--- config.mk ---
export PLATFORM = sky130hd
export DESIGN_NAME = cam_byte_packer_flat
export DESIGN_NICKNAME = d
export VERILOG_FILES = /design/src/hdl/cam_buf_pkg.sv /design/src/hdl/cam_wr_if.sv /design/src/hdl/cam_byte_packer.sv /design/src/flat_wrapper.sv
export SDC_FILE = /design/constraint.sdc
export NUM_CORES = 1
export LEC_CHECK = 0
export BUFFER_PORTS_ARGS = -buffer_cell sky130_fd_sc_hd__buf_4
export CORE_ASPECT_RATIO = 0.9
export CORE_UTILIZATION = 35
export CTS_CLUSTER_DIAMETER = 50
export DETAILED_ROUTE_END_ITERATION = 8
export GPL_TIMING_DRIVEN = 0
export PLACE_DENSITY = 0.66
export SLEW_MARGIN = 10
export SYNTH_ARGS = -nofsm -noshare
export SYNTH_HDL_FRONTEND = slang
export SYNTH_SLANG_ARGS = --single-unit
--- constraint.sdc ---
create_clock -name WBs_CLK_i -period 3 [get_ports WBs_CLK_i]
set_input_delay 0.45 -clock WBs_CLK_i [delete_from_list [all_inputs] [get_ports WBs_CLK_i]]
set_output_delay 0.45 -clock WBs_CLK_i [all_outputs]
set_load 0.01 [all_outputs]
--- src/hdl/cam_buf_pkg.sv ---
// Shared widths, defaults and word layouts for the camera capture design
// Imported by the RTL blocks and by the testbench reference model
`default_nettype none

package cam_buf_pkg;

	// ----------------------------------------
	// Bus and data widths
	// ----------------------------------------
	localparam int DATA_W         = 32;  // Host and buffer word
	localparam int CAM_BYTE_W     = 8;   // One camera byte
	localparam int BYTES_PER_WORD = 4;   // Bytes packed per word
	localparam int ADR_W          = 11;  // Host address bus

	// Words per ping-pong bank
	localparam int BANK_DEPTH_DEF = 512;

	// ----------------------------------------
	// Status word bit positions
	// ----------------------------------------
	localparam int STAT_BANK_BIT  = 0;   // Bank being filled
	localparam int STAT_VSYNC_BIT = 8;   // Live vsync level
	localparam int STAT_CAPEN_BIT = 16;  // Capture enable echo

	// ----------------------------------------
	// Control word
	// ----------------------------------------
	// Host writes the raw view and logic reads the fields
	typedef struct packed {
		logic [DATA_W-2:0] rsvd;        // Reserved bits
		logic              capture_en;  // Bit 0 enables byte capture
	} ctrl_fields_t;

	typedef union packed {
		logic [DATA_W-1:0] raw;
		ctrl_fields_t      f;
	} ctrl_word_u;

endpackage

`default_nettype wire

--- src/hdl/cam_wr_if.sv ---
// Packed-word write stream from the byte packer
// The buffer takes the write, the host slave only watches the bank bit
`default_nettype none

interface cam_wr_if #(
	parameter int BANK_DEPTH = cam_buf_pkg::BANK_DEPTH_DEF
);
	import cam_buf_pkg::*;

	localparam int PTR_W = $clog2(2 * BANK_DEPTH);  // Index over both banks

	logic              wr_en;    // One-cycle write pulse
	logic [PTR_W-1:0]  wr_addr;  // Word index
	logic [DATA_W-1:0] wr_data;  // Completed word
	logic              wr_bank;  // Bank of the next write

	modport producer (output wr_en, output wr_addr, output wr_data, output wr_bank);
	modport buffer   (input wr_en, input wr_addr, input wr_data);
	modport monitor  (input wr_bank);

endinterface

`default_nettype wire

--- src/hdl/cam_byte_packer.sv ---
// Gathers qualified camera bytes into 32-bit words, first byte in the MSB
// Each completed word is pushed to the buffer with a one-cycle write pulse
`default_nettype none

module cam_byte_packer #(
	parameter int BANK_DEPTH = cam_buf_pkg::BANK_DEPTH_DEF
) (
	input  logic                          WBs_CLK_i,
	input  logic                          WBs_RST_i,
	input  logic                          cam_byte_stb_i,  // One strobe per byte
	input  logic                          cam_href_i,      // Line valid level
	input  logic                          cam_vsync_i,     // Frame valid level
	input  logic [cam_buf_pkg::CAM_BYTE_W-1:0] cam_dat_i,
	input  logic                          capture_en_i,
	cam_wr_if.producer                    wr
);
	import cam_buf_pkg::*;

	localparam int PTR_W = $clog2(2 * BANK_DEPTH);
	localparam int CNT_W = $clog2(BYTES_PER_WORD);
	localparam int SH_W  = (BYTES_PER_WORD - 1) * CAM_BYTE_W;  // Bytes held before the last

	localparam logic [CNT_W-1:0] LAST_CNT = CNT_W'(BYTES_PER_WORD - 1);
	localparam logic [PTR_W-1:0] LAST_PTR = PTR_W'(2 * BANK_DEPTH - 1);

	logic [CNT_W-1:0] byte_cnt;   // Bytes already in the partial word
	logic [SH_W-1:0]  shift_q;    // Partial word, oldest byte on top
	logic [PTR_W-1:0] wr_ptr;     // Next word index
	logic             byte_ok;
	logic             word_done;

	// Byte counts only while line, frame and capture are all valid
	assign byte_ok   = cam_byte_stb_i & cam_href_i & cam_vsync_i & capture_en_i;
	assign word_done = byte_ok & (byte_cnt == LAST_CNT);

	// ----------------------------------------
	// Byte counter, shifter and write pointer
	// ----------------------------------------
	always_ff @(posedge WBs_CLK_i or posedge WBs_RST_i) begin
		if (WBs_RST_i) begin
			byte_cnt <= '0;
			shift_q  <= '0;
			wr_ptr   <= '0;
			wr.wr_en <= 1'b0;
		end else begin
			wr.wr_en <= word_done;  // Pulse on the fourth byte
			if (word_done) begin
				byte_cnt <= '0;
				shift_q  <= '0;
				if (wr_ptr == LAST_PTR)
					wr_ptr <= '0;  // Both banks full
				else
					wr_ptr <= wr_ptr + 1'b1;
			end else if (byte_ok) begin
				byte_cnt <= byte_cnt + 1'b1;
				shift_q  <= {shift_q[SH_W-CAM_BYTE_W-1:0], cam_dat_i};
			end
			// Unqualified bytes leave the partial word alone
		end
	end

	// Word and its address are taken before the pointer moves
	always_ff @(posedge WBs_CLK_i) begin
		if (word_done) begin
			wr.wr_data <= {shift_q, cam_dat_i};
			wr.wr_addr <= wr_ptr;
		end
	end

	assign wr.wr_bank = wr_ptr[PTR_W-1];  // Top bit picks the bank

	// Words are at least four cycles apart
	a_wr_en_single: assert property (@(posedge WBs_CLK_i) disable iff (WBs_RST_i)
		wr.wr_en |=> !wr.wr_en);

endmodule

`default_nettype wire

--- src/flat_wrapper.sv ---
// flat-port wrapper written by rule: the top's interface ports become plain ports
module cam_byte_packer_flat import cam_buf_pkg::*;
#(
	parameter int BANK_DEPTH = cam_buf_pkg::BANK_DEPTH_DEF
)
  (WBs_CLK_i, WBs_RST_i, cam_byte_stb_i, cam_href_i, cam_vsync_i, cam_dat_i, capture_en_i, wr_wr_en, wr_wr_addr, wr_wr_data, wr_wr_bank);
  cam_wr_if #(.BANK_DEPTH(BANK_DEPTH)) wr_i ();
  input  logic WBs_CLK_i;
  input  logic WBs_RST_i;
  input  logic cam_byte_stb_i;
  input  logic cam_href_i;
  input  logic cam_vsync_i;
  input  logic [cam_buf_pkg::CAM_BYTE_W-1:0] cam_dat_i;
  input  logic capture_en_i;
  output wire logic [$bits(wr_i.wr_en)-1:0] wr_wr_en;
  output wire logic [$bits(wr_i.wr_addr)-1:0] wr_wr_addr;
  output wire logic [$bits(wr_i.wr_data)-1:0] wr_wr_data;
  output wire logic [$bits(wr_i.wr_bank)-1:0] wr_wr_bank;
  assign wr_wr_en = wr_i.wr_en;
  assign wr_wr_addr = wr_i.wr_addr;
  assign wr_wr_data = wr_i.wr_data;
  assign wr_wr_bank = wr_i.wr_bank;
  cam_byte_packer #(.BANK_DEPTH(BANK_DEPTH)) u_core (.WBs_CLK_i(WBs_CLK_i), .WBs_RST_i(WBs_RST_i), .cam_byte_stb_i(cam_byte_stb_i), .cam_href_i(cam_href_i), .cam_vsync_i(cam_vsync_i), .cam_dat_i(cam_dat_i), .capture_en_i(capture_en_i), .wr(wr_i));
endmodule
==> results of run 1 <==
-- cell type report --
type                    count  area, µm²
multi-input cells         124        637
fillers                   693       4070
inverters                   4       15.0
clock inverters             7       77.6
repair buffers             58        455
flip-flops and latches     79       2190
plain buffers              10       46.3
well taps                  96        120
clock buffers               9        124
-- power by group through the flow --
stage          sequential (mW)  combinational [mW]  clock [mW]
2_1_floorplan             1.38               0.165           0
3_3_place_gp              1.40               0.232           0
3_5_place_dp              1.41               0.247           0
4_1_cts                   1.38               0.248       0.819
5_1_grt                   1.40               0.287       0.874
6_report                  1.38               0.242       0.801
-- cell families after synthesis --
group                    count (synthesis)  share of synthesized area, %
AO/OA/AOI/OAI                           37                          7.13
flip-flops                              79                          76.0
buffers and inverters                   14                          2.13
XOR/XNOR                                 4                          1.22
multiplexers                             1                         0.348
AND/OR/NAND/NOR                         80                          12.3
adder cells (fa/ha/maj)                  2                         0.869
-- worst min path at each step --
stage / start / endpoint / slack, ns
after detailed placement: u_core.shift_q[20] / u_core.wr.wr_data[28] / 0.44
after CTS: WBs_RST_i / u_core.shift_q[7] / 0.26
final: WBs_RST_i / u_core.wr_ptr[3] / 0.24
after floorplan: u_core.shift_q[16] / u_core.wr.wr_data[24] / 0.42
after global routing: cam_dat_i[7] / u_core.wr.wr_data[7] / 0.26
after global placement: u_core.shift_q[20] / u_core.wr.wr_data[28] / 0.43
-- Yosys cell counts --
library cell	count	share of area (%)
buf_6	1	0.39
inv_1	4	0.52
nand2_1	55	7.2
xnor2_1	1	0.30
or4_1	1	0.26
o21ai_0	30	5.2
ha_1	2	0.87
a2bb2oi_1	2	0.61
nor3_1	5	0.87
a21oi_1	1	0.17
nand3_1	6	1.0
nor2_1	2	0.26
mux2i_1	1	0.35
dfrtp_1	37	32
or3_1	1	0.22
buf_1	1	0.13
o41ai_1	1	0.30
a2111oi_0	1	0.30
xor2_1	3	0.91
nor4_1	4	0.87
a21boi_0	1	0.26
buf_2	1	0.17
clkbuf_1	7	0.91
a21o_1	1	0.26
nand4_2	1	0.43
nand4_1	4	0.87
edfxtp_1	42	44
and4_1	1	0.30
-- state kept, by name, summed over array words and instances, names as in the netlist --
signal	count
u_core.wr.wr_data	32
u_core.wr_ptr	10
u_core.byte_cnt	2
u_core.wr.wr_addr	10
u_core.wr.wr_en	1
u_core.shift_q	24
-- critical path: stages (launching register included) --
cell and delay, ns:
dfrtp_1 0.38, ha_1 0.27, inv_1 0.09, clkbuf_1 0.27, nor2_4 0.59, buf_16 0.26
-- metrics by stage --
| step | hold WS, ns | utilization, % |
|---|---|---|
| after floorplan | 0.425 | - |
| after global placement | 0.435 | 44.3 |
| after detailed placement | 0.438 | 44.8 |
| after CTS | 0.259 | 47.4 |
| after global routing | 0.261 | 47.4 |
| final | 0.240 | 47.4 |
-- metal layers --
layer  share of wire (%)  global-route usage [%]
met4                 1.7                    7.75
met2                  45                    20.9
met5                   0                       0
met1                  47                    19.5
met3                 6.1                    4.07
==> metrics, run 1 <==
synth unique cells=28; CTS Buf Count=9; largest net degree at the start of global routing=38; layout cells sized above 1=27.1%; CTS sink cnt=79; Die ar.=0.00859 mm²; Mapped Area=0.00288 mm²; Worst Setup EP=u_core.wr.wr_addr[5]; final worst setup slack=0.837 ns; critical setup path kind=register to register; Final Max Slew Viols=0; Synth Register Bits=79; synth-to-layout area growth=27.3%; Die W=97.6 µm; wire length per cell=14.1 µm; most common cell after layout, fill and taps aside=buf_4; RSZ-0062 raised after global routing=false; R2R setup slack=0.84 ns; Max Root-Sink Buffers=2; Pleak=1.53 nW; clk slew on worst S/H paths=0.08 ns; final-report hold violation count=0; cts hold-fix bufs=0; clock share of power=33.0%; Worst Max-Slew Pin Slew=0.760 ns; R2R depth=5; Finished Layout Cells=387; Worst VDD drop=0.000309 V; Detailed Routing Iterations Pass 1=4; Residual DRC=0; WP data arrival=2.22 ns; minimum clock period=2.16 ns; Post-CTS Setup Bufs=0; Net Sw Power=0.647 mW; Critical R2R Capture=u_core.wr.wr_addr[5]; Final setup viols=0; Net Count, Synth=233; setup_tns=0 ns; post-CTS resize count=0; Post-DRT Antenna Nets=0; placed insts=371; die height=88.0 µm; worst-path maximum fanout=23; Achievable Freq=0.462 GHz; initial antenna violation count=0; most frequent cells in the layout=57 x buf_4, 55 x nand2_1, 42 x edfxtp_1, 37 x dfrtp_1, 30 x o21ai_0; sequential power share=57.0%; FF-to-FF Start=u_core.byte_cnt[0]; Power Internal=1.78 mW; GRT Resource Usage Total=14.3%; Core Box Area=0.00773 mm²; Slew Limit Headroom=49.3%; number of I/O pins=58; DP HPWL=3.83 mm; Worst EP required=3.05 ns; Rows=30; total power=2.43 mW; Syn. warnings=0; initial DRC count=163; fin nets=302; max_cap viols=0; Root Buffer=clkbuf_8; worst slack at placement=0.763 ns; Mean Syn Cell Area=13.3 µm²; Worst Hold Class=input pin to async pin; first-pass GRT wire length=9.24 mm; vias in the first global route=1835; sequential element share of the synthesized area=76.0%; PortBufs=57; post-synthesis cell count=217; initial core utilization=37.2%; Inserted Diodes=0; TritonCTS clock tree=yes; status=complete, no violations; Setup crit end kind=register; clk_skew=0.00792 ns; GPL Wtd Cong=0.769; power per cell area=662 mW/mm²; Clock Latency Late Sink=0.35 ns; CP Launch Type=register; WL final=5.46 mm; combinational power share=10.0%; vias=1880; vias per cell=4.86; H-tree Lvls=3; Sw Share=26.7%; placed cell areas=0.00346 mm²; Design Area, Final=0.00366 mm²; Tcrit/Tclk final=72.1%; Setup crit start=u_core.byte_cnt[0]; total gr overflow=0
(Power assumes the default switching activity.)
==> run 2: changes to the inputs <==
==> constraint.sdc (replaced) <==
create_clock -name WBs_CLK_i -period 1.87 [get_ports WBs_CLK_i]
set_input_delay 0.2805 -clock WBs_CLK_i [delete_from_list [all_inputs] [get_ports WBs_CLK_i]]
set_output_delay 0.2805 -clock WBs_CLK_i [all_outputs]
set_load 0.01 [all_outputs]
==> run 2 against run 1 <==
- first-iteration DRC count is 1.2% lower
- via count is 1.5% higher
- sequential power is 61% higher
- combinational power is 68% higher
- sequential share of layout area is 0.22 points lower
- fmax is 22% higher
- critical path depth is 1 lower
- utilization is 0.18 points higher
- sequential cell count stayed put
- critical endpoint is now u_core.wr.wr_data[12]
==> metrics, run 2 (synthesis results as in run 1) <==
GRT Resource Usage Total=14.1%; placed insts=370; critical setup path kind=register to register; vias in the first global route=1746; Worst EP required=1.87 ns; Critical R2R Capture=u_core.wr.wr_data[12]; GR peak layer=met1; Finished Layout Cells=389; layout cells sized above 1=28.3%; minimum clock period=1.77 ns; fin nets=304; largest net degree at the start of global routing=38; Achievable Freq=0.565 GHz; top flop regs=u_core.wr.wr_data: 32 flops, u_core.shift_q: 24 flops; first-pass GRT wire length=9.12 mm; power per cell area=1060 mW/mm²; Die W=97.6 µm; worst-path maximum fanout=13; most common cell after layout, fill and taps aside=buf_4; Largest delay share family, worst path=simple AND/OR/NAND/NOR gates; vias per cell=4.91; Slew Limit Headroom=42.9%; Clock Latency Late Sink=0.35 ns; status=complete, no violations; CP Launch Type=register; TritonCTS clock tree=yes; Root Buffer=clkbuf_8; WL final=5.66 mm; CP bufs+invs=2; met1 usage=20.0%; Worst VDD drop=0.000481 V; Detailed Routing Iterations Pass 1=4; max_cap viols=0; final-report hold violation count=0; wire length per cell=14.5 µm; Worst Max-Slew Pin Slew=0.856 ns; crit path max-delay cell type=nor2_4; FF-to-FF Start=u_core.byte_cnt[0]; Final Max Slew Viols=0; met3 GRT Util=4.07%; Inserted Diodes=0; GPL Wtd Cong=0.781; vias=1909; synth-to-layout area growth=27.7%; GR Util met2=19.3%; Post-DRT Antenna Nets=0; critical path's largest stage delay=0.43 ns; Residual DRC=0; H-tree Lvls=3; Max Root-Sink Buffers=2; Biggest register=u_core.wr.wr_data; Final setup viols=0; DP HPWL=3.69 mm; clk_skew=0.00880 ns; PortBufs=57; clk slew on worst S/H paths=0.08 ns; WP data arrival=1.77 ns; number of I/O pins=58; R2R depth=4; CTS Buf Count=9; initial antenna violation count=0; Setup crit end kind=register; Worst Hold Class=input pin to async pin; CTS sink cnt=79; worst-path cell chain=ha_2, inv_1, clkbuf_2, nor2_4; Core Box Area=0.00773 mm²; Post-CTS Setup Bufs=0; total power=3.91 mW; most frequent cells in the layout=57 x buf_4, 55 x nand2_1, 42 x edfxtp_1, 37 x dfrtp_1, 30 x o21ai_0; R2R setup slack=0.10 ns; initial DRC count=161; initial core utilization=37.2%; Pleak=1.52 nW; max FFs per register=32; Rows=30; RSZ-0062 raised after global routing=false; Die ar.=0.00859 mm²; total gr overflow=0; die height=88.0 µm; Tcrit/Tclk final=94.6%
-- run 2: cell types whose count changed in the layout (fill, tap and decap cells not counted), sizes merged --
cell,previous run,this run
clkinvlp,1,2
nor2,2,5
clkbuf,16,17
buf,61,60
inv,7,5
-- run 2: timing repair --
item	in CTS	in global routing
resized for setup	2	1
hold buffers	0	0
pin swaps	2	1
endpoints found under the setup margin	43	9
gates cloned	3	0
-- run 2: report_power, final --
part	internal [mW]	switching [mW]	total [mW]	leakage, nW
Clock	0.657	0.624	1.28	0.0989
Sequential	2.07	0.148	2.22	0.867
Combinational	0.155	0.252	0.407	0.558
Total	2.88	1.02	3.91	1.52
-- run 2: per-stage QoR --
stage / TNS (ns) / setup slack (ns) / cell area [µm²] / hold WS [ns] / util [%]
final: 0 / 0.102 / 3680 / 0.0751 / 47.5
after detailed placement: -21.05 / -0.495 / 3440 / 0.436 / 44.4
after floorplan: 0 / 0.0124 / 2890 / 0.379 / -
after global placement: -20.36 / -0.479 / 3440 / 0.433 / 44.4
after CTS: 0 / 0.00696 / 3670 / 0.0882 / 47.5
after global routing: 0 / 0.00867 / 3680 / 0.106 / 47.5
-- run 2: how the worst max path moves through the flow --
stage / cells after the start / slack [ns] / end / startpoint
after global routing: 4 / 0.009 / u_core.wr.wr_data[11] / u_core.byte_cnt[0]
after detailed placement: 5 / -0.49 / u_core.wr.wr_addr[9] / cam_byte_stb_i
after CTS: 4 / 0.007 / u_core.wr.wr_data[7] / u_core.byte_cnt[0]
after floorplan: 4 / 0.01 / u_core.wr.wr_addr[0] / u_core.byte_cnt[0]
after global placement: 5 / -0.48 / u_core.wr.wr_addr[8] / cam_byte_stb_i
final: 4 / 0.10 / u_core.wr.wr_data[12] / u_core.byte_cnt[0]
-- run 2: cell type report --
cell class	instances	area, µm²
Buffer	10	47.5
Fill cell	690	4060
Sequential cell	79	2190
Inverter	4	15.0
Clock inverter	6	67.6
Multi-Input combinational cell	127	673
Clock buffer	10	138
Timing Repair Buffer	57	428
Tap cell	96	120
-- run 2: worst reg2reg max path, cell delays in order (launching register included) --
cell	delay [ns]
dfrtp_1	0.39
ha_2	0.25
inv_1	0.07
clkbuf_2	0.29
nor2_4	0.43
-- run 2: layer usage --
layer  vias to the layer above  part of all wire (%)
li1                        915                     -
met1                       907                    48
met2                        73                    43
met3                        14                   6.9
met4                         0                   2.3
met5                         -                     0
