**config.mk**
```make
export PLATFORM = sky130hd
export DESIGN_NAME = wb_reg_slave_flat
export DESIGN_NICKNAME = d
export VERILOG_FILES = /design/src/hdl/cam_buf_pkg.sv /design/src/hdl/cam_wr_if.sv /design/src/hdl/wb_reg_slave.sv /design/src/flat_wrapper.sv
export SDC_FILE = /design/constraint.sdc
export NUM_CORES = 1
export LEC_CHECK = 0
export BUFFER_PORTS_ARGS = -buffer_cell sky130_fd_sc_hd__buf_2
export CAP_MARGIN = 15
export CORE_ASPECT_RATIO = 1.2
export CORE_MARGIN = 2
export CORE_UTILIZATION = 23
export CTS_BUF_LIST = sky130_fd_sc_hd__clkbuf_2
export CTS_CLUSTER_DIAMETER = 50
export DETAILED_ROUTE_END_ITERATION = 8
export PLACE_DENSITY = 0.95
export SLEW_MARGIN = 20
export SYNTH_ARGS = -nofsm -noshare
export SYNTH_HDL_FRONTEND = slang
export SYNTH_SLANG_ARGS = --single-unit
```
**constraint.sdc**
```tcl
create_clock -name WBs_CLK_i -period 2.4 [get_ports WBs_CLK_i]
set_input_delay 0.36 -clock WBs_CLK_i [delete_from_list [all_inputs] [get_ports WBs_CLK_i]]
set_output_delay 0.36 -clock WBs_CLK_i [all_outputs]
set_load 0.02 [all_outputs]
```
**src/hdl/cam_buf_pkg.sv**
```systemverilog
// Shared widths, defaults and word layouts for the camera capture design
// Imported by the RTL blocks and by the testbench reference model
`default_nettype none

package cam_buf_pkg;

	// ----------------------------------------
	// Bus and data widths
	// ----------------------------------------
	localparam int DATA_W         = 32;  // Host and buffer word
	localparam int CAM_BYTE_W     = 8;   // One camera byte
	localparam int BYTES_PER_WORD = 4;   // Bytes packed per word
	localparam int ADR_W          = 11;  // Host address bus

	// Words per ping-pong bank
	localparam int BANK_DEPTH_DEF = 512;

	// ----------------------------------------
	// Status word bit positions
	// ----------------------------------------
	localparam int STAT_BANK_BIT  = 0;   // Bank being filled
	localparam int STAT_VSYNC_BIT = 8;   // Live vsync level
	localparam int STAT_CAPEN_BIT = 16;  // Capture enable echo

	// ----------------------------------------
	// Control word
	// ----------------------------------------
	// Host writes the raw view and logic reads the fields
	typedef struct packed {
		logic [DATA_W-2:0] rsvd;        // Reserved bits
		logic              capture_en;  // Bit 0 enables byte capture
	} ctrl_fields_t;

	typedef union packed {
		logic [DATA_W-1:0] raw;
		ctrl_fields_t      f;
	} ctrl_word_u;

endpackage

`default_nettype wire

```
**src/hdl/cam_wr_if.sv**
```systemverilog
// Packed-word write stream from the byte packer
// The buffer takes the write, the host slave only watches the bank bit
`default_nettype none

interface cam_wr_if #(
	parameter int BANK_DEPTH = cam_buf_pkg::BANK_DEPTH_DEF
);
	import cam_buf_pkg::*;

	localparam int PTR_W = $clog2(2 * BANK_DEPTH);  // Index over both banks

	logic              wr_en;    // One-cycle write pulse
	logic [PTR_W-1:0]  wr_addr;  // Word index
	logic [DATA_W-1:0] wr_data;  // Completed word
	logic              wr_bank;  // Bank of the next write

	modport producer (output wr_en, output wr_addr, output wr_data, output wr_bank);
	modport buffer   (input wr_en, input wr_addr, input wr_data);
	modport monitor  (input wr_bank);

endinterface

`default_nettype wire

```
**src/hdl/wb_reg_slave.sv**
```systemverilog
// Host-side slave for the capture block
// Decodes the buffer and control cycles, returns buffer data or status
`default_nettype none

module wb_reg_slave #(
	parameter int BANK_DEPTH = cam_buf_pkg::BANK_DEPTH_DEF
) (
	input  logic                             WBs_CLK_i,
	input  logic                             WBs_RST_i,
	input  logic [cam_buf_pkg::ADR_W-1:0]    wbs_adr_i,
	input  logic                             wbs_buf_cyc_i,   // Buffer read cycle
	input  logic                             wbs_ctrl_cyc_i,  // Control and status cycle
	input  logic                             wbs_stb_i,
	input  logic                             wbs_we_i,
	input  logic [cam_buf_pkg::DATA_W-1:0]   wbs_dat_i,
	output logic [cam_buf_pkg::DATA_W-1:0]   wbs_dat_o,
	output logic                             wbs_ack_o,
	input  logic                             cam_vsync_i,
	cam_wr_if.monitor                        mon,
	output logic                             capture_en_o,
	output logic [$clog2(2*BANK_DEPTH)-1:0]  rd_addr_o,
	input  logic [cam_buf_pkg::DATA_W-1:0]   rd_data_i
);
	import cam_buf_pkg::*;

	localparam int PTR_W = $clog2(2 * BANK_DEPTH);

	ctrl_word_u        ctrl_q;      // Control register
	logic [DATA_W-1:0] status_nxt;
	logic [DATA_W-1:0] status_q;
	logic              ack_nxt;
	logic              ctrl_wr;

	// ----------------------------------------
	// Acknowledge and register write decode
	// ----------------------------------------
	assign ack_nxt = (wbs_buf_cyc_i | wbs_ctrl_cyc_i) & wbs_stb_i & ~wbs_ack_o;
	assign ctrl_wr = wbs_ctrl_cyc_i & wbs_stb_i & wbs_we_i & ~wbs_ack_o;

	always_comb begin
		status_nxt                 = '0;
		status_nxt[STAT_BANK_BIT]  = mon.wr_bank;
		status_nxt[STAT_VSYNC_BIT] = cam_vsync_i;
		status_nxt[STAT_CAPEN_BIT] = ctrl_q.f.capture_en;
	end

	always_ff @(posedge WBs_CLK_i or posedge WBs_RST_i) begin
		if (WBs_RST_i) begin
			wbs_ack_o  <= 1'b0;
			ctrl_q.raw <= '0;  // Capture off
			status_q   <= '0;
		end else begin
			wbs_ack_o <= ack_nxt;
			status_q  <= status_nxt;
			if (ctrl_wr)
				ctrl_q.raw <= wbs_dat_i;  // Lands with the ack edge
		end
	end

	assign capture_en_o = ctrl_q.f.capture_en;

	// Buffer read is one cycle, so data is ready with the ack
	assign rd_addr_o = wbs_adr_i[PTR_W-1:0];
	assign wbs_dat_o = wbs_ctrl_cyc_i ? status_q : rd_data_i;

	// ----------------------------------------
	// Host protocol checks
	// ----------------------------------------
	a_ack_pulse: assert property (@(posedge WBs_CLK_i) disable iff (WBs_RST_i)
		wbs_ack_o |=> !wbs_ack_o);

	a_cyc_onehot: assert property (@(posedge WBs_CLK_i) disable iff (WBs_RST_i)
		!(wbs_buf_cyc_i && wbs_ctrl_cyc_i));

endmodule

`default_nettype wire

```
**src/flat_wrapper.sv**
```systemverilog
// flat-port wrapper written by rule: the top's interface ports become plain ports
module wb_reg_slave_flat import cam_buf_pkg::*;
#(
	parameter int BANK_DEPTH = cam_buf_pkg::BANK_DEPTH_DEF
)
  (WBs_CLK_i, WBs_RST_i, wbs_adr_i, wbs_buf_cyc_i, wbs_ctrl_cyc_i, wbs_stb_i, wbs_we_i, wbs_dat_i, wbs_dat_o, wbs_ack_o, cam_vsync_i, capture_en_o, rd_addr_o, rd_data_i, mon_wr_bank);
  cam_wr_if #(.BANK_DEPTH(BANK_DEPTH)) mon_i ();
  input  logic WBs_CLK_i;
  input  logic WBs_RST_i;
  input  logic [cam_buf_pkg::ADR_W-1:0] wbs_adr_i;
  input  logic wbs_buf_cyc_i;
  input  logic wbs_ctrl_cyc_i;
  input  logic wbs_stb_i;
  input  logic wbs_we_i;
  input  logic [cam_buf_pkg::DATA_W-1:0] wbs_dat_i;
  output logic [cam_buf_pkg::DATA_W-1:0] wbs_dat_o;
  output logic wbs_ack_o;
  input  logic cam_vsync_i;
  output logic capture_en_o;
  output logic [$clog2(2*BANK_DEPTH)-1:0] rd_addr_o;
  input  logic [cam_buf_pkg::DATA_W-1:0] rd_data_i;
  input wire logic [$bits(mon_i.wr_bank)-1:0] mon_wr_bank;
  assign mon_i.wr_bank = mon_wr_bank;
  wb_reg_slave #(.BANK_DEPTH(BANK_DEPTH)) u_core (.WBs_CLK_i(WBs_CLK_i), .WBs_RST_i(WBs_RST_i), .wbs_adr_i(wbs_adr_i), .wbs_buf_cyc_i(wbs_buf_cyc_i), .wbs_ctrl_cyc_i(wbs_ctrl_cyc_i), .wbs_stb_i(wbs_stb_i), .wbs_we_i(wbs_we_i), .wbs_dat_i(wbs_dat_i), .wbs_dat_o(wbs_dat_o), .wbs_ack_o(wbs_ack_o), .cam_vsync_i(cam_vsync_i), .mon(mon_i), .capture_en_o(capture_en_o), .rd_addr_o(rd_addr_o), .rd_data_i(rd_data_i));
endmodule
```
==> results.cfg, run 1 <==
[synthesis]
synth_top_family_by_area = simple AND/OR/NAND/NOR gates
syn_inst = 56
syn_area_um2 = 502
synthXorXnorAreaFrac = 0
ys_types = 11
yosys.area_share.adder = 0
ys_ff_latch = 5
synth_nets = 139
yosys.area.top_type = nor2b_1
synth.top_cell.area_share = 0.362
synth_mux_area_frac = 0.0973
synthSimpleGateAreaFrac = 0.431
synth_compound_area_frac = 0
avgSynthCellArea_um2 = 8.96
synth_area_leaders = nor2b_1, dfrtp_1, buf_4, mux2_2, nand4b_4
ys_seq_area_frac = 0.249
yosysWarnings = 0

[sta]
fin_tns_setup_ns = 0
max_freq_mhz = 678
final.min_clock_period_ns = 1.47
period_share = 0.614
rsz0062_at_grt = false
setup_viol = 0
clock_skew_ns = 0.00218
worstMarginPinSlew_ns = 0.226
max_slew_margin = 0.850
final_hold_viol_count = 0
slew_violations = 0

[detailed_routing]
ant_nets = 0
vias = 606
drtIter0Drc = 1
drt-wirelength-per-cell_um = 11.4
dr.pass1.iters = 2
wirelength_mm = 1.72
viasPerCell = 4.01
post-route-drc-count = 0

[global_route]
grt_max_degree = 22
grt_pass1_vias = 584
antenna_found_initial = 0
grt_pass1_wl_mm = 2.30
grt_overflow = 0
grt_util_all_layers = 0.132

[run]
maxCapViolCount = 0

[die]
coreArea_um2 = 2070
fp.dieW_um = 46.6
dieArea_um2 = 2570
start_util = 0.242
rows = 18
die_h_um = 55.2
ios = 127

[finish]
antenna_cells = 0
regArea_um2 = 125
instances_no_fill = 151
syn2layout_area_growth_pct = 65.3
layout.nets = 205
fill_cells = 242
multi_input_area_um2 = 265
drive_gt1_frac = 0.694

[clock_network]
clock_path_buffers = 2
cts_setup_buffers = 0
htreeDepth = 1
insertion_delay_ns = 0.22
ctsResizeCount = 0
hold_buffers = 0
cts-root-buf = clkbuf_2
cts_sinks = 5
clk_pin_slew_worst_paths_ns = 0.05
cts_inserted_buffers = 3
cts_tree = done

[place]
hpwl_mm = 1.49
port_buffers = 74
gp_congestion = 0.685
placedCellCount = 147

[worst_setup_path]
cp_max_fo = 21
timing.rr.start = u_core.wbs_ack_o
start_kind = input pin
worstPathRequired_ns = 2.04
reg2regPathDepth = 2
crit_arrival_ns = 1.11
path_class = in -> out
crit_path_end_kind = output pin
regToRegEndpoint = u_core.ctrl_q[0]
r2r_slack_ns = 1.42
startpoint = wbs_ctrl_cyc_i

[power_and_ir_drop]
vdd_drop_max_v = 0.000272
total_power_w = 0.000338
power_density_nw_per_um2 = 407
p_leak_nw = 0.506

[run_status]
status = finished, final reports clean

[worst_hold_path]
min_path_type = in -> async
[layer usage]
layer  part of all wire  vias up  track usage
met5                  0        -            0
met4              0.033        0        0.106
met3               0.22        8       0.0812
met2               0.40       61        0.218
met1               0.34      248        0.112
li1                   -      289            -
[cells in the mapped netlist]
library cell,count
buf_6,2
dfrtp_1,5
nor3b_1,1
buf_2,2
nor2b_1,29
inv_1,1
mux2_4,1
nand4b_4,1
nor2_1,1
buf_4,10
mux2_2,3
[power by group]
group	internal, W	switching [W]	total, W	leakage [nW]
Clock	0.0000440	0.0000348	0.0000788	0.0166
Sequential	0.0000952	0.00000585	0.000101	0.0599
Combinational	0.0000719	0.0000861	0.000158	0.430
Total	0.000211	0.000127	0.000338	0.506
[worst max-delay path, cell delays in order]
cell and delay, ns:
buf_2 0.22, buf_4 0.29, nor2b_1 0.08, buf_2 0.16
[worst max path at each step]
stage                    end  cells after the start
2_1_floorplan  wbs_dat_o[10]                      3
3_3_place_gp   wbs_dat_o[21]                      4
3_5_place_dp   wbs_dat_o[27]                      4
4_1_cts        wbs_dat_o[27]                      4
5_1_grt        wbs_dat_o[10]                      4
6_report       wbs_dat_o[27]                      4
[flip-flops by register name, indices dropped and copies added, names as in the netlist]
| name | count |
|---|---|
| u_core.ctrl_q | 1 |
| u_core.status_q | 3 |
| u_core.wbs_ack_o | 1 |
[area by class of cell]
cell class,instances,area share
repair buffers,75,0.456
multi-input cells,36,0.320
flip-flops and latches,5,0.151
well taps,30,0.0452
clock buffers,4,0.0241
inverters,1,0.00452
[cells in the final DEF, fill, tap and decap left out]
cell / instances
buf_2: 74
buf_4: 1
clkbuf_2: 4
dfrtp_1: 5
inv_1: 1
mux2_2: 3
mux2_4: 1
nand4b_4: 1
nor2_1: 1
nor2b_1: 29
nor3b_1: 1
[metrics by stage]
step                      hold WS (ns)  instance area, um2   util  worst slack [ns]
after floorplan                  0.139                 502      -              1.08
after global placement           0.259                 810  0.391             0.902
after detailed placement         0.265                 810  0.391             0.906
after CTS                       0.0162                 830  0.400             0.905
after global routing            0.0228                 830  0.400             0.830
final                           0.0224                 830  0.400             0.926
[logic make-up after synthesis]
family,after synthesis
DFF,5
buffers and inverters,15
muxes,4
and+or+nand+nor,32
Power figures use the tool's default switching activity.
==> run 2, diff against run 1 <==
- CORE_UTILIZATION: 23 -> 20
- PLACE_DENSITY: 0.95 -> 0.91
- clock period: 2.4 -> 1.2 ns (I/O delays scaled with it)
==> run 2 against run 1 <==
  * Combinational power grew 120%
  * Sequential share of layout area fell by 0.84 points
  * Largest cell class unchanged
  * Highest routed layer unchanged
  * Die area increased by 14%
==> results.cfg, run 2 (synthesized netlist as in run 1, its figures left out) <==
[run_status]
status = finished, final reports clean

[global_route]
antenna_found_initial = 0
grt_pass1_wl_mm = 2.57
grt_overflow = 0
grt_max_degree = 20
grt_util_all_layers = 0.119
grt_pass1_vias = 591

[clock_network]
cts_sinks = 5
cts_inserted_buffers = 3
clock_path_buffers = 2
htreeDepth = 1
clk_pin_slew_worst_paths_ns = 0.06
cts_tree = done
insertion_delay_ns = 0.22
cts-root-buf = clkbuf_2

[worst_setup_path]
cp_max_fo = 1
r2r_slack_ns = 0.21
crit_path_end_kind = output pin
timing.rr.start = u_core.wbs_ack_o
crit_arrival_ns = 0.97
worstPathRequired_ns = 1.02
regToRegEndpoint = u_core.ctrl_q[0]
start_kind = flip-flop
startpoint = u_core.status_q[16]
reg2regPathDepth = 2
critPathCapture = wbs_dat_o[16]
path_class = reg -> out

[place]
gp_congestion = 0.687
placedCellCount = 149
hpwl_mm = 1.48
port_buffers = 74
placed_area_um2 = 818

[sta]
rsz0062_at_grt = true
max_freq_mhz = 870
max_slew_margin = 0.857
clock_skew_ns = 0.00630
final.min_clock_period_ns = 1.15
period_share = 0.958
slew_violations = 0
final_hold_viol_count = 0
worstMarginPinSlew_ns = 0.215
setup_viol = 0

[detailed_routing]
dr.pass1.iters = 4
viasPerCell = 3.79
wl_met3_um = 239
drtIter0Drc = 2
drt-wirelength-per-cell_um = 11.5
met2_length_um = 830
post-route-drc-count = 0
drt-met1-wl_um = 691
routed.top_layer = met4
ant_nets = 0
vias = 583
wirelength_mm = 1.78

[finish]
drive_gt1_frac = 0.691
antenna_cells = 0
instances_no_fill = 154
regMostFlops = u_core.status_q
largestRegisters = u_core.status_q: 3 flops, u_core.ctrl_q: 1 flops, u_core.wbs_ack_o: 1 flops
layout.nets = 207
multi_input_area_um2 = 277
final_cell_mix = buf_2, nor2b_1, dfrtp_1
design_area_um2 = 878
layout_commonest_cell = buf_2
fin_util = 0.377
regArea_um2 = 125
fill_cells = 267
largest_register_ffs = 3
syn2layout_area_growth_pct = 75.1

[power_and_ir_drop]
power_density_nw_per_um2 = 800
vdd_drop_max_v = 0.000568
total_power_w = 0.000703
p_leak_nw = 0.534

[die]
start_util = 0.215
ios = 127
rows = 19
coreArea_um2 = 2330
dieArea_um2 = 2930
die_h_um = 58.9
fp.dieW_um = 49.7

[run]
maxCapViolCount = 0

[worst_hold_path]
min-delay-start = mon_wr_bank
min_path_type = in -> reg
## run 2: cell count changes in the layout (fill, tap and decap cells not counted), sizes merged
cell / before / now
dlygate4sd3: 0 / 1
buf: 75 / 76
## run 2: worst min path at each step
stage                    endpoint  slack, ns  cells past startpoint
6_report       u_core.status_q[0]       0.07                      1
5_1_grt        u_core.status_q[8]       0.02                      1
4_1_cts        u_core.status_q[0]       0.05                      1
3_5_place_dp   u_core.status_q[8]       0.09                      2
3_3_place_gp   u_core.status_q[8]       0.08                      2
2_1_floorplan    u_core.ctrl_q[0]      -0.04                      1
## run 2: worst max-delay path, cell delays in order (launching register included)
cell     delay [ns]
dfrtp_1        0.36
mux2_4         0.26
buf_6          0.13
## run 2: timing repair
action                                  CTS  global route
resized for setup                         0             9
endpoints found under the setup margin    0             3
hold buffers                              1             0
endpoints found under the hold margin     5             0
setup buffers                             0             0
## run 2: report_power, final
part / internal (W) / total, W / switching, W
logic: 0.000167 / 0.000344 / 0.000177
clock network: 0.0000882 / 0.000159 / 0.0000707
registers: 0.000190 / 0.000200 / 0.00000996
## run 2: cell type report
type,count,area share
timing repair buffer,77,0.472
multi-input combinational,36,0.315
sequential,5,0.142
tap,31,0.0442
clock buffer,4,0.0228
inverter,1,0.00427
## run 2: per-layer routing
metal  track usage  vias up
met2         0.177       48
met1         0.138      238
met3        0.0482        4
met5             0        -
li1              -      293
met4        0.0873        0
## run 2: metrics by stage
step                setup WS, ns  hold slack, ns  setup TNS [ns]
floorplan                  0.148         -0.0415               0
global placement           0.129          0.0755               0
detailed placement         0.123          0.0860               0
CTS                      0.00206          0.0467               0
global route             -0.0176          0.0195         -0.0398
finish                    0.0506          0.0670               0
==> run 3, diff against run 2 <==
- SETUP_SLACK_MARGIN: default -> 0.15
==> run 3 against run 2 <==
  * Hold slack got worse by 0.0039 ns
  * Register-to-register slack hardly changed
  * Clock power about the same
  * Sequential power barely moved
  * Combinational power grew 1%
  * Wire length down 5.6%
  * Cell area rose by 2.0%
  * Count of clock-buffer cells in the layout stayed put
==> results.cfg, run 3 (synthesized netlist as in run 1, its figures left out) <==
[worst_setup_path]
path_class = reg -> out
regToRegEndpoint = u_core.ctrl_q[0]
start_kind = flip-flop
timing.rr.start = u_core.wbs_ack_o
reg2regPathDepth = 2
crit_arrival_ns = 0.98
cp_max_fo = 1
crit_path_end_kind = output pin
worstPathRequired_ns = 1.02
r2r_slack_ns = 0.21

[place]
gp_congestion = 0.736
port_buffers = 74
placedCellCount = 149
hpwl_mm = 1.36
place_ws_ns = 0.123

[sta]
rsz0062_at_grt = true
final_hold_viol_count = 0
max_slew_margin = 0.848
clock_skew_ns = 0.0000802
finalWorstSetupSlack_ns = 0.0446
final.min_clock_period_ns = 1.16
slew_violations = 0
worstMarginPinSlew_ns = 0.228
setup_viol = 0
max_freq_mhz = 866
period_share = 0.963

[finish]
layout.nets = 207
drive_gt1_frac = 0.715
layout_commonest_cell = buf_2
regArea_um2 = 126
instances_no_fill = 154
antenna_cells = 0
largest_register_ffs = 3
regMostFlops = u_core.status_q
syn2layout_area_growth_pct = 78.6
fill_cells = 254
final_cell_mix = buf_2, nor2b_1
multi_input_area_um2 = 282
largestRegisters = u_core.status_q: 3 flops, u_core.ctrl_q: 1 flops, u_core.wbs_ack_o: 1 flops

[power_and_ir_drop]
power_density_nw_per_um2 = 790
vdd_drop_max_v = 0.000445
p_leak_nw = 0.537

[clock_network]
cts-root-buf = clkbuf_2
cts_sinks = 5
clock_path_buffers = 2
cts_tree = done
insertion_delay_ns = 0.22
htreeDepth = 1
cts_inserted_buffers = 3
clk_pin_slew_worst_paths_ns = 0.05

[detailed_routing]
wirelength_mm = 1.68
drt-wirelength-per-cell_um = 10.9
drtIter0Drc = 2
viasPerCell = 3.78
dr.pass1.iters = 2
vias = 582
ant_nets = 0
post-route-drc-count = 0

[global_route]
grt_pass1_vias = 484
antenna_found_initial = 0
grt_util_all_layers = 0.101
grt_pass1_wl_mm = 2.26
grt_overflow = 0
grt_max_degree = 20

[die]
die_h_um = 58.9
fp.dieW_um = 49.7
ios = 127
rows = 19
start_util = 0.215
dieArea_um2 = 2930
coreArea_um2 = 2330

[run_status]
status = finished, final reports clean

[worst_hold_path]
whs_path_depth = 1
min_to = u_core.status_q[0]
min-delay-start = mon_wr_bank
min_path_type = in -> reg

[run]
maxCapViolCount = 0
run 3: cell counts in the layout (fill, tap and decap cells not counted):
No cell type changed its count.
run 3: repair_timing:
item,4_1_cts,5_1_grt
hold endpoints to repair,5,0
gates resized for setup,10,5
endpoints found under the setup margin,10,28
setup buffers,0,0
hold buffers,1,0
run 3: stage by stage:
stage | setup TNS (ns) | utilization | power [W] | hold slack [ns] | cell area (um2)
2_1_floorplan | 0 | - | 0.000438 | -0.0415 | 503
3_3_place_gp | 0 | 0.352 | 0.000520 | 0.0756 | 820
3_5_place_dp | 0 | 0.352 | 0.000521 | 0.0811 | 820
4_1_cts | 0 | 0.379 | 0.000718 | 0.0472 | 883
5_1_grt | -0.00791 | 0.385 | 0.000761 | 0.0362 | 896
6_report | 0 | 0.385 | 0.000708 | 0.0631 | 896
run 3: area by class of cell:
| cell class | count | area share |
|---|---|---|
| Timing Repair Buffer | 77 | 0.475 |
| Multi-Input combinational cell | 36 | 0.314 |
| Sequential cell | 5 | 0.141 |
| Tap cell | 31 | 0.0433 |
| Clock buffer | 4 | 0.0223 |
| Inverter | 1 | 0.00419 |
run 3: layer usage:
metal  global-route usage  wire (um)  part of all wire
met5                    0          0                 0
met4               0.0675         32             0.019
met3               0.0482        274              0.16
met2                0.152        762              0.45
met1                0.113        609              0.36
run 3: worst max path at each step:
stage,startpoint,to,slack (ns),cells past startpoint
final,u_core.status_q[0],wbs_dat_o[0],0.04,2
after global routing,u_core.status_q[16],wbs_dat_o[16],-0.005,2
after CTS,u_core.status_q[0],wbs_dat_o[0],0.02,2
after detailed placement,wbs_ctrl_cyc_i,wbs_dat_o[8],0.12,3
after global placement,wbs_ctrl_cyc_i,wbs_dat_o[8],0.11,3
after floorplan,u_core.wbs_ack_o,u_core.ctrl_q[0],0.17,2
run 3: power by group:
group / switching (W) / leakage (nW) / total (W) / internal (W)
clock network: 0.0000707 / 0.0166 / 0.000159 / 0.0000882
logic: 0.000176 / 0.462 / 0.000348 / 0.000172
registers: 0.0000101 / 0.0585 / 0.000201 / 0.000191
total: 0.000257 / 0.537 / 0.000708 / 0.000451
run 3: critical path, stage by stage, from the launching register on:
cell and delay, ns:
dfrtp_1 0.37, mux2_4 0.26, buf_6 0.13
